[config.mk]
export PLATFORM = sky130hd
export DESIGN_NAME = xbar_top
export DESIGN_NICKNAME = d
export VERILOG_FILES = /design/src/logic/xbar_cfg_pkg.sv /design/src/logic/xbar_bus_pkg.sv /design/src/logic/xbar_top.sv /design/src/logic/req_mux.sv /design/src/logic/decerr_responder.sv /design/src/logic/req_demux.sv /design/src/logic/addr_decode.sv
export SDC_FILE = /design/constraint.sdc
export NUM_CORES = 1
export LEC_CHECK = 0
export ABC_AREA = 0
export CAP_MARGIN = 10
export CORE_MARGIN = 3
export CORE_UTILIZATION = 30
export DETAILED_ROUTE_END_ITERATION = 10
export DONT_BUFFER_PORTS = 1
export PLACE_DENSITY = 0.47
export RECOVER_POWER = 100
export SLEW_MARGIN = 20
export SYNTH_ARGS = -nofsm -noshare
export SYNTH_HDL_FRONTEND = slang
export SYNTH_HIERARCHICAL = 1
export SYNTH_SLANG_ARGS = --single-unit
export TNS_END_PERCENT = 5
[constraint.sdc]
create_clock -name clk_i -period 4.85 [get_ports clk_i]
set_clock_uncertainty 0.15 [all_clocks]
set_input_delay 0 -clock clk_i [delete_from_list [all_inputs] [get_ports clk_i]]
set_output_delay 0 -clock clk_i [all_outputs]
set_load 0.005 [all_outputs]
[src/logic/xbar_cfg_pkg.sv]
// --------------------
// Crossbar configuration
// Port counts, field widths, outstanding limit
// and the fixed target address map
// --------------------
package xbar_cfg_pkg;

  localparam int unsigned NUM_INIT  = 2;
  localparam int unsigned NUM_TGT   = 2;

  localparam int unsigned ADDR_W    = 16;
  localparam int unsigned DATA_W    = 32;
  localparam int unsigned ID_W      = 2;

  // Initiator index carried in the upper ID bits at the target side
  localparam int unsigned INIT_IDX_W = $clog2(NUM_INIT);
  localparam int unsigned TGT_ID_W   = ID_W + INIT_IDX_W;

  // One extra select value addresses the decode error responder
  localparam int unsigned SEL_W     = $clog2(NUM_TGT + 1);

  localparam int unsigned MAX_TRANS = 4;
  localparam int unsigned CNT_W     = $clog2(MAX_TRANS + 1);

  // Target 0 covers 0x0000 to 0x3FFF
  localparam logic [ADDR_W-1:0] TGT0_BASE = 16'h0000;
  localparam logic [ADDR_W-1:0] TGT0_MASK = 16'hC000;
  // Target 1 covers 0x4000 to 0x7FFF
  localparam logic [ADDR_W-1:0] TGT1_BASE = 16'h4000;
  localparam logic [ADDR_W-1:0] TGT1_MASK = 16'hC000;

  // Indexed views of the map for the decoder loop
  localparam logic [NUM_TGT-1:0][ADDR_W-1:0] TGT_BASE = {TGT1_BASE, TGT0_BASE};
  localparam logic [NUM_TGT-1:0][ADDR_W-1:0] TGT_MASK = {TGT1_MASK, TGT0_MASK};

endpackage
[src/logic/xbar_bus_pkg.sv]
// --------------------
// Crossbar bus types
// Field vectors and the request and response
// payloads on initiator and target side
// --------------------
package xbar_bus_pkg;

  import xbar_cfg_pkg::*;

  typedef logic [ADDR_W-1:0]   addr_t;
  typedef logic [DATA_W-1:0]   data_t;
  typedef logic [ID_W-1:0]     id_t;
  typedef logic [TGT_ID_W-1:0] tgt_id_t;
  typedef logic [SEL_W-1:0]    sel_t;    // NUM_TGT selects the error responder

  // Initiator side, original ID
  typedef struct packed {
    addr_t addr;
    logic  write;
    data_t wdata;
    id_t   id;
  } init_req_t;

  typedef struct packed {
    data_t rdata;
    logic  err;
    id_t   id;
  } init_rsp_t;

  // Target side, ID widened with the initiator index
  typedef struct packed {
    addr_t   addr;
    logic    write;
    data_t   wdata;
    tgt_id_t tgt_id;
  } tgt_req_t;

  typedef struct packed {
    data_t   rdata;
    logic    err;
    tgt_id_t tgt_id;
  } tgt_rsp_t;

endpackage

[src/logic/xbar_top.sv]
// --------------------
// Crossbar top
// Per initiator a decoder, demux and error responder,
// per target a mux, fully cross connected
// --------------------
`timescale 1ns/1ps

module xbar_top (
  input  logic                                                 clk_i,
  input  logic                                                 rst_n_i,
  input  xbar_bus_pkg::init_req_t [xbar_cfg_pkg::NUM_INIT-1:0] init_req_i,
  input  logic                    [xbar_cfg_pkg::NUM_INIT-1:0] init_req_valid_i,
  output logic                    [xbar_cfg_pkg::NUM_INIT-1:0] init_req_ready_o,
  output xbar_bus_pkg::init_rsp_t [xbar_cfg_pkg::NUM_INIT-1:0] init_rsp_o,
  output logic                    [xbar_cfg_pkg::NUM_INIT-1:0] init_rsp_valid_o,
  input  logic                    [xbar_cfg_pkg::NUM_INIT-1:0] init_rsp_ready_i,
  output xbar_bus_pkg::tgt_req_t  [xbar_cfg_pkg::NUM_TGT-1:0]  tgt_req_o,
  output logic                    [xbar_cfg_pkg::NUM_TGT-1:0]  tgt_req_valid_o,
  input  logic                    [xbar_cfg_pkg::NUM_TGT-1:0]  tgt_req_ready_i,
  input  xbar_bus_pkg::tgt_rsp_t  [xbar_cfg_pkg::NUM_TGT-1:0]  tgt_rsp_i,
  input  logic                    [xbar_cfg_pkg::NUM_TGT-1:0]  tgt_rsp_valid_i,
  output logic                    [xbar_cfg_pkg::NUM_TGT-1:0]  tgt_rsp_ready_o
);

  import xbar_cfg_pkg::*;
  import xbar_bus_pkg::*;

  // Demux side, last index is the error responder
  init_req_t [NUM_INIT-1:0][NUM_TGT:0] dmx_req;
  logic      [NUM_INIT-1:0][NUM_TGT:0] dmx_req_valid, dmx_req_ready;
  init_rsp_t [NUM_INIT-1:0][NUM_TGT:0] dmx_rsp;
  logic      [NUM_INIT-1:0][NUM_TGT:0] dmx_rsp_valid, dmx_rsp_ready;

  // Mux side
  init_req_t [NUM_TGT-1:0][NUM_INIT-1:0] mux_req;
  logic      [NUM_TGT-1:0][NUM_INIT-1:0] mux_req_valid, mux_req_ready;
  init_rsp_t [NUM_TGT-1:0][NUM_INIT-1:0] mux_rsp;
  logic      [NUM_TGT-1:0][NUM_INIT-1:0] mux_rsp_valid, mux_rsp_ready;

  for (genvar i = 0; i < NUM_INIT; i++) begin : gen_init
    sel_t sel;

    addr_decode i_addr_decode (
      .addr_i ( init_req_i[i].addr ),
      .sel_o  ( sel                )
    );

    req_demux i_req_demux (
      .clk_i           ( clk_i               ),
      .rst_n_i         ( rst_n_i             ),
      .req_i           ( init_req_i[i]       ),
      .req_valid_i     ( init_req_valid_i[i] ),
      .req_ready_o     ( init_req_ready_o[i] ),
      .sel_i           ( sel                 ),
      .rsp_o           ( init_rsp_o[i]       ),
      .rsp_valid_o     ( init_rsp_valid_o[i] ),
      .rsp_ready_i     ( init_rsp_ready_i[i] ),
      .mst_req_o       ( dmx_req[i]          ),
      .mst_req_valid_o ( dmx_req_valid[i]    ),
      .mst_req_ready_i ( dmx_req_ready[i]    ),
      .mst_rsp_i       ( dmx_rsp[i]          ),
      .mst_rsp_valid_i ( dmx_rsp_valid[i]    ),
      .mst_rsp_ready_o ( dmx_rsp_ready[i]    )
    );

    decerr_responder i_decerr_responder (
      .clk_i       ( clk_i                     ),
      .rst_n_i     ( rst_n_i                   ),
      .req_i       ( dmx_req[i][NUM_TGT]       ),
      .req_valid_i ( dmx_req_valid[i][NUM_TGT] ),
      .req_ready_o ( dmx_req_ready[i][NUM_TGT] ),
      .rsp_o       ( dmx_rsp[i][NUM_TGT]       ),
      .rsp_valid_o ( dmx_rsp_valid[i][NUM_TGT] ),
      .rsp_ready_i ( dmx_rsp_ready[i][NUM_TGT] )
    );
  end

  // Cross every initiator with every target
  for (genvar i = 0; i < NUM_INIT; i++) begin : gen_cross_init
    for (genvar j = 0; j < NUM_TGT; j++) begin : gen_cross_tgt
      assign mux_req[j][i]       = dmx_req[i][j];
      assign mux_req_valid[j][i] = dmx_req_valid[i][j];
      assign dmx_req_ready[i][j] = mux_req_ready[j][i];
      assign dmx_rsp[i][j]       = mux_rsp[j][i];
      assign dmx_rsp_valid[i][j] = mux_rsp_valid[j][i];
      assign mux_rsp_ready[j][i] = dmx_rsp_ready[i][j];
    end
  end

  for (genvar j = 0; j < NUM_TGT; j++) begin : gen_tgt
    req_mux i_req_mux (
      .clk_i           ( clk_i              ),
      .rst_n_i         ( rst_n_i            ),
      .slv_req_i       ( mux_req[j]         ),
      .slv_req_valid_i ( mux_req_valid[j]   ),
      .slv_req_ready_o ( mux_req_ready[j]   ),
      .slv_rsp_o       ( mux_rsp[j]         ),
      .slv_rsp_valid_o ( mux_rsp_valid[j]   ),
      .slv_rsp_ready_i ( mux_rsp_ready[j]   ),
      .tgt_req_o       ( tgt_req_o[j]       ),
      .tgt_req_valid_o ( tgt_req_valid_o[j] ),
      .tgt_req_ready_i ( tgt_req_ready_i[j] ),
      .tgt_rsp_i       ( tgt_rsp_i[j]       ),
      .tgt_rsp_valid_i ( tgt_rsp_valid_i[j] ),
      .tgt_rsp_ready_o ( tgt_rsp_ready_o[j] )
    );
  end

endmodule

[src/logic/req_mux.sv]
// --------------------
// Request multiplexer
// Round robin over the initiators into one output
// register, response routed back by ID prefix
// --------------------
`timescale 1ns/1ps

module req_mux (
  input  logic                                                 clk_i,
  input  logic                                                 rst_n_i,
  input  xbar_bus_pkg::init_req_t [xbar_cfg_pkg::NUM_INIT-1:0] slv_req_i,
  input  logic                    [xbar_cfg_pkg::NUM_INIT-1:0] slv_req_valid_i,
  output logic                    [xbar_cfg_pkg::NUM_INIT-1:0] slv_req_ready_o,
  output xbar_bus_pkg::init_rsp_t [xbar_cfg_pkg::NUM_INIT-1:0] slv_rsp_o,
  output logic                    [xbar_cfg_pkg::NUM_INIT-1:0] slv_rsp_valid_o,
  input  logic                    [xbar_cfg_pkg::NUM_INIT-1:0] slv_rsp_ready_i,
  output xbar_bus_pkg::tgt_req_t                               tgt_req_o,
  output logic                                                 tgt_req_valid_o,
  input  logic                                                 tgt_req_ready_i,
  input  xbar_bus_pkg::tgt_rsp_t                               tgt_rsp_i,
  input  logic                                                 tgt_rsp_valid_i,
  output logic                                                 tgt_rsp_ready_o
);

  import xbar_cfg_pkg::*;
  import xbar_bus_pkg::*;

  logic [INIT_IDX_W-1:0] rr_q;       // First initiator to look at
  logic [INIT_IDX_W-1:0] gnt_idx;
  logic                  gnt_valid;
  logic                  load;
  logic                  out_valid_q;
  tgt_req_t              out_q;
  logic [INIT_IDX_W-1:0] rsp_idx;

  // Search starts at the pointer and wraps around
  always_comb begin : rr_arbiter
    logic [INIT_IDX_W-1:0] cand;
    gnt_valid = 1'b0;
    gnt_idx   = rr_q;
    for (int k = NUM_INIT - 1; k >= 0; k--) begin
      cand = INIT_IDX_W'((int'(rr_q) + k) % NUM_INIT);
      if (slv_req_valid_i[cand]) begin
        gnt_valid = 1'b1;
        gnt_idx   = cand;
      end
    end
  end

  // Register can refill in the cycle it drains
  assign load = !out_valid_q || tgt_req_ready_i;

  always_comb begin
    for (int i = 0; i < NUM_INIT; i++) begin
      slv_req_ready_o[i] = load && gnt_valid && (gnt_idx == INIT_IDX_W'(i));
    end
  end

  always_ff @(posedge clk_i) begin
    if (!rst_n_i) begin
      out_valid_q <= 1'b0;
      rr_q        <= '0;
    end else if (load) begin
      out_valid_q <= gnt_valid;
      if (gnt_valid) begin
        rr_q <= (gnt_idx == INIT_IDX_W'(NUM_INIT - 1)) ? '0 : gnt_idx + 1'b1;
      end
    end
  end

  // Winner index goes in front of the original ID
  always_ff @(posedge clk_i) begin
    if (load && gnt_valid) begin
      out_q.addr   <= slv_req_i[gnt_idx].addr;
      out_q.write  <= slv_req_i[gnt_idx].write;
      out_q.wdata  <= slv_req_i[gnt_idx].wdata;
      out_q.tgt_id <= {gnt_idx, slv_req_i[gnt_idx].id};
    end
  end

  assign tgt_req_o       = out_q;
  assign tgt_req_valid_o = out_valid_q;

  assign rsp_idx = tgt_rsp_i.tgt_id[TGT_ID_W-1 -: INIT_IDX_W];

  always_comb begin
    for (int i = 0; i < NUM_INIT; i++) begin
      slv_rsp_o[i].rdata = tgt_rsp_i.rdata;
      slv_rsp_o[i].err   = tgt_rsp_i.err;
      slv_rsp_o[i].id    = tgt_rsp_i.tgt_id[ID_W-1:0];   // prefix stripped
      slv_rsp_valid_o[i] = tgt_rsp_valid_i && (rsp_idx == INIT_IDX_W'(i));
    end
  end

  assign tgt_rsp_ready_o = slv_rsp_ready_i[rsp_idx];

endmodule

[src/logic/decerr_responder.sv]
// --------------------
// Decode error responder
// Ends unmapped requests with an error
// response that carries the request ID
// --------------------
`timescale 1ns/1ps

module decerr_responder (
  input  logic                    clk_i,
  input  logic                    rst_n_i,
  input  xbar_bus_pkg::init_req_t req_i,
  input  logic                    req_valid_i,
  output logic                    req_ready_o,
  output xbar_bus_pkg::init_rsp_t rsp_o,
  output logic                    rsp_valid_o,
  input  logic                    rsp_ready_i
);

  import xbar_bus_pkg::*;

  logic busy_q;   // Holds one response
  id_t  id_q;

  assign req_ready_o = !busy_q;
  assign rsp_valid_o = busy_q;

  always_comb begin
    rsp_o.rdata = '0;
    rsp_o.err   = 1'b1;
    rsp_o.id    = id_q;
  end

  always_ff @(posedge clk_i) begin
    if (!rst_n_i) begin
      busy_q <= 1'b0;
    end else if (req_valid_i && req_ready_o) begin
      busy_q <= 1'b1;
    end else if (busy_q && rsp_ready_i) begin
      busy_q <= 1'b0;
    end
  end

  always_ff @(posedge clk_i) begin
    if (req_valid_i && req_ready_o) begin
      id_q <= req_i.id;                    // only the ID is echoed back
    end
  end

endmodule

[src/logic/req_demux.sv]
// --------------------
// Request demultiplexer
// Steers one initiator onto a target or the error
// responder and keeps its responses in order
// --------------------
`timescale 1ns/1ps

module req_demux (
  input  logic                                               clk_i,
  input  logic                                               rst_n_i,
  input  xbar_bus_pkg::init_req_t                            req_i,
  input  logic                                               req_valid_i,
  output logic                                               req_ready_o,
  input  xbar_bus_pkg::sel_t                                 sel_i,
  output xbar_bus_pkg::init_rsp_t                            rsp_o,
  output logic                                               rsp_valid_o,
  input  logic                                               rsp_ready_i,
  output xbar_bus_pkg::init_req_t [xbar_cfg_pkg::NUM_TGT:0] mst_req_o,
  output logic                    [xbar_cfg_pkg::NUM_TGT:0] mst_req_valid_o,
  input  logic                    [xbar_cfg_pkg::NUM_TGT:0] mst_req_ready_i,
  input  xbar_bus_pkg::init_rsp_t [xbar_cfg_pkg::NUM_TGT:0] mst_rsp_i,
  input  logic                    [xbar_cfg_pkg::NUM_TGT:0] mst_rsp_valid_i,
  output logic                    [xbar_cfg_pkg::NUM_TGT:0] mst_rsp_ready_o
);

  import xbar_cfg_pkg::*;
  import xbar_bus_pkg::*;

  logic [CNT_W-1:0] cnt_q, cnt_d;   // Outstanding requests
  sel_t             sel_q;          // Destination of the outstanding requests
  logic             stall;
  logic             req_fire;
  logic             rsp_fire;

  // A switch of destination waits until everything pending has returned
  assign stall = (cnt_q == CNT_W'(MAX_TRANS)) ||
                 ((cnt_q != '0) && (sel_i != sel_q));

  assign req_ready_o = !stall && mst_req_ready_i[sel_i];
  assign req_fire    = req_valid_i && req_ready_o;

  always_comb begin
    for (int k = 0; k <= NUM_TGT; k++) begin
      mst_req_o[k]       = req_i;           // payload fans out, valid selects
      mst_req_valid_o[k] = req_valid_i && !stall && (sel_i == sel_t'(k));
    end
  end

  // Responses only come from where the pending requests went
  assign rsp_o       = mst_rsp_i[sel_q];
  assign rsp_valid_o = mst_rsp_valid_i[sel_q] && (cnt_q != '0);
  assign rsp_fire    = rsp_valid_o && rsp_ready_i;

  always_comb begin
    for (int k = 0; k <= NUM_TGT; k++) begin
      mst_rsp_ready_o[k] = rsp_ready_i && (cnt_q != '0) && (sel_q == sel_t'(k));
    end
  end

  always_comb begin
    cnt_d = cnt_q;
    case ({req_fire, rsp_fire})
      2'b10:   cnt_d = cnt_q + 1'b1;
      2'b01:   cnt_d = cnt_q - 1'b1;
      default: cnt_d = cnt_q;              // none, or one in and one out
    endcase
  end

  always_ff @(posedge clk_i) begin
    if (!rst_n_i) begin
      cnt_q <= '0;
      sel_q <= '0;
    end else begin
      cnt_q <= cnt_d;
      if (req_fire) begin
        sel_q <= sel_i;
      end
    end
  end

endmodule

[src/logic/addr_decode.sv]
// --------------------
// Address decoder
// Maps a request address to a target index,
// or to the error responder when no region matches
// --------------------
`timescale 1ns/1ps

module addr_decode (
  input  xbar_bus_pkg::addr_t addr_i,
  output xbar_bus_pkg::sel_t  sel_o
);

  import xbar_cfg_pkg::*;
  import xbar_bus_pkg::*;

  logic [NUM_TGT-1:0] hit;

  // One comparator per region
  always_comb begin
    for (int t = 0; t < NUM_TGT; t++) begin
      hit[t] = ((addr_i & TGT_MASK[t]) == TGT_BASE[t]);
    end
  end

  // Lowest matching index wins, regions do not overlap anyway
  always_comb begin
    sel_o = sel_t'(NUM_TGT);               // default is decode error
    for (int t = NUM_TGT - 1; t >= 0; t--) begin
      if (hit[t]) begin
        sel_o = sel_t'(t);
      end
    end
  end

endmodule

==> metrics.cfg <==
[timing]
whs_ns = -0.01043
hold_viol = 3
tns_ns = 0
slew_violations = 262
max_freq_mhz = 233.5
slew_headroom_pct = -16.69
max_slew.worst_pin.slew_ns = 1.750
rsz0062_at_grt = no
fin_crit_sh_pct = 88.32
setup_viol = 0
fin_crit_ns = 4.283

[floorplanning]
core_um2 = 34880
dieWidth_um = 195.3
die_area_um2 = 38120
rows = 68
pin_count = 366
initial_core_util_pct = 30.80
dieHeight_um = 195.3

[worst_setup_path]
critPathLaunch = init_req_i[50]
r2r_cells = 14
crit_path_end_kind = flip-flop
r2r_end = gen_init[1].i_req_demux/cnt_q[1]
timing.reg2reg.setup_slack_ns = 0.81
setup.worst_path.class = input pin to flip-flop
rr_startpoint = gen_init[0].i_req_demux/cnt_q[0]
required_ns = 5.00
crit_path_max_fanout = 7
cp-start-kind = input pin
arrival_ns = 4.43

[finish]
finalInstanceArea_um2 = 10300
area_growth_pct = -4.099
final_nets = 1044
drive_gt1_share_pct = 7.135
final_cell_mix = dlygate4sd3_1 (191), edfxtp_1 (108), mux2_1 (94), nand2_1 (90)
fin_cells = 1325
final_common_cell = dlygate4sd3_1

[global_routing]
grt_pass1_wl_um = 36110
antenna_found_initial = 1
grt_pass1_vias = 5935
grt_max_degree = 53
globalRouteOverflowTotal = 0
grt_use_total_pct = 12.14

[hold_path]
hp-start = tgt_rsp_i[56]
hold_class = input pin to output port
hold_end = init_rsp_o[54]
hold_depth = 2

[clock_tree]
cts-buffers-inserted = 17
htreeDepth = 4
tritoncts = yes
post_cts_buffers = 0
cts_root_buffer = clkbuf_16
cts_sinks = 124
post_cts_resized = 0
clkTransAtPathRegs_ns = 0.06
hold_buffers = 191
clock_latency_ns = 0.41
clk_path_buf_depth = 2

[route]
viasPerCell = 4.273
antenna_left = 0
dr.first_iter.drc_count = 200
num_vias = 5662
wl_per_cell_um = 18.08
route.detailed.drc = 0
routed_wl_um = 23960
dr.pass1.iters = 4

[power_and_ir_drop]
ir_drop_mv = 0.2265
powerDensity_nw_per_um2 = 312.8
p_leak_nw = 3.524
p_total_mw = 3.223

[place]
gp_congestion = 0.7458
dp.cells = 1100
placed_cell_area_um2 = 8179
io_buffer_count = 0
dpl.hpwl_um = 16240

[run_status]
status = finished, violations left
failed_checks = negative hold slack, max-capacitance violations, max-slew violations

[job]
maxCapViolCount = 6

[yosys]
syn_area_um2 = 10750
synth.avg_cell_area_um2 = 10.47
synthCells = 1026
synth-warning-count = 6

==> layout make-up <==
cell class,count,area (um^2)
Fill cell,3652,24580
Sequential cell,124,3565
Multi-Input combinational cell,498,3555
Timing Repair Buffer,203,1994
Tap cell,455,569.3
Clock buffer,17,425.4
Clock inverter,15,148.9
Inverter,12,45.04
Antenna cell,1,2.502
==> through the flow <==
| stage | worst slack, ns | util, % | hold WS, ns |
|---|---|---|---|
| finish | 0.5666 | 29.54 | -0.01043 |
| global route | 0.09564 | 29.54 | 0.01112 |
| CTS | 0.5656 | 30.57 | 0.001900 |
| detailed placement | 1.160 | 23.45 | -0.05008 |
| global placement | 1.304 | 23.45 | -0.05009 |
| floorplan | 1.546 | - | -0.02829 |
==> metal layers <==
layer | track usage, % | vias to the layer above | routed length (um)
li1 | - | 2664 | -
met1 | 14.20 | 2747 | 9804
met2 | 21.40 | 232 | 12270
met3 | 4.003 | 19 | 1561
met4 | 3.116 | 0 | 326
met5 | 0 | - | 0
==> power breakdown <==
part / internal, mW / total, mW / switching (mW)
Sequential: 1.29 / 1.35 / 0.0565
Combinational: 0.307 / 0.621 / 0.314
Clock: 0.724 / 1.26 / 0.533
==> state kept, by name, indices dropped and copies added, names as in the netlist <==
signal / flops
gen_tgt.i_req_mux/tgt_req_o: 104
gen_init.i_req_demux/cnt_q: 6
gen_init.i_decerr_responder/id_q: 4
gen_init.i_req_demux/sel_q: 4
gen_init.i_decerr_responder/rsp_valid_o: 2
gen_tgt.i_req_mux/rr_q: 2
gen_tgt.i_req_mux/tgt_req_valid_o: 2
==> critical path: stages <==
cell and delay, ns:
dlygate4sd3_1 0.64, nor2b_1 0.40, xor2_1 0.12, a211oi_1 0.41
o21ai_0 0.22, nor3_1 0.58, a21oi_1 0.15, mux2i_1 0.14
o21ai_0 0.14, o211ai_2 0.13, ha_1 0.20, inv_1 0.06
fa_1 0.47, o21ai_0 0.06, and2_0 0.15, dlygate4sd3_1 0.54
==> how the worst max path moves through the flow <==
stage / endpoint / slack (ns) / depth (start not counted)
2_1_floorplan: gen_init[0].i_req_demux/cnt_q[2] / 1.55 / 15
3_3_place_gp: gen_init[0].i_req_demux/cnt_q[2] / 1.30 / 15
3_5_place_dp: gen_init[0].i_req_demux/cnt_q[2] / 1.16 / 15
4_1_cts: gen_tgt[1].i_req_mux/tgt_req_o[34] / 0.57 / 10
5_1_grt: gen_init[1].i_req_demux/cnt_q[1] / 0.1 / 17
6_report: gen_init[1].i_req_demux/cnt_q[1] / 0.57 / 16
Note: power is estimated with default switching activity, not from simulation.
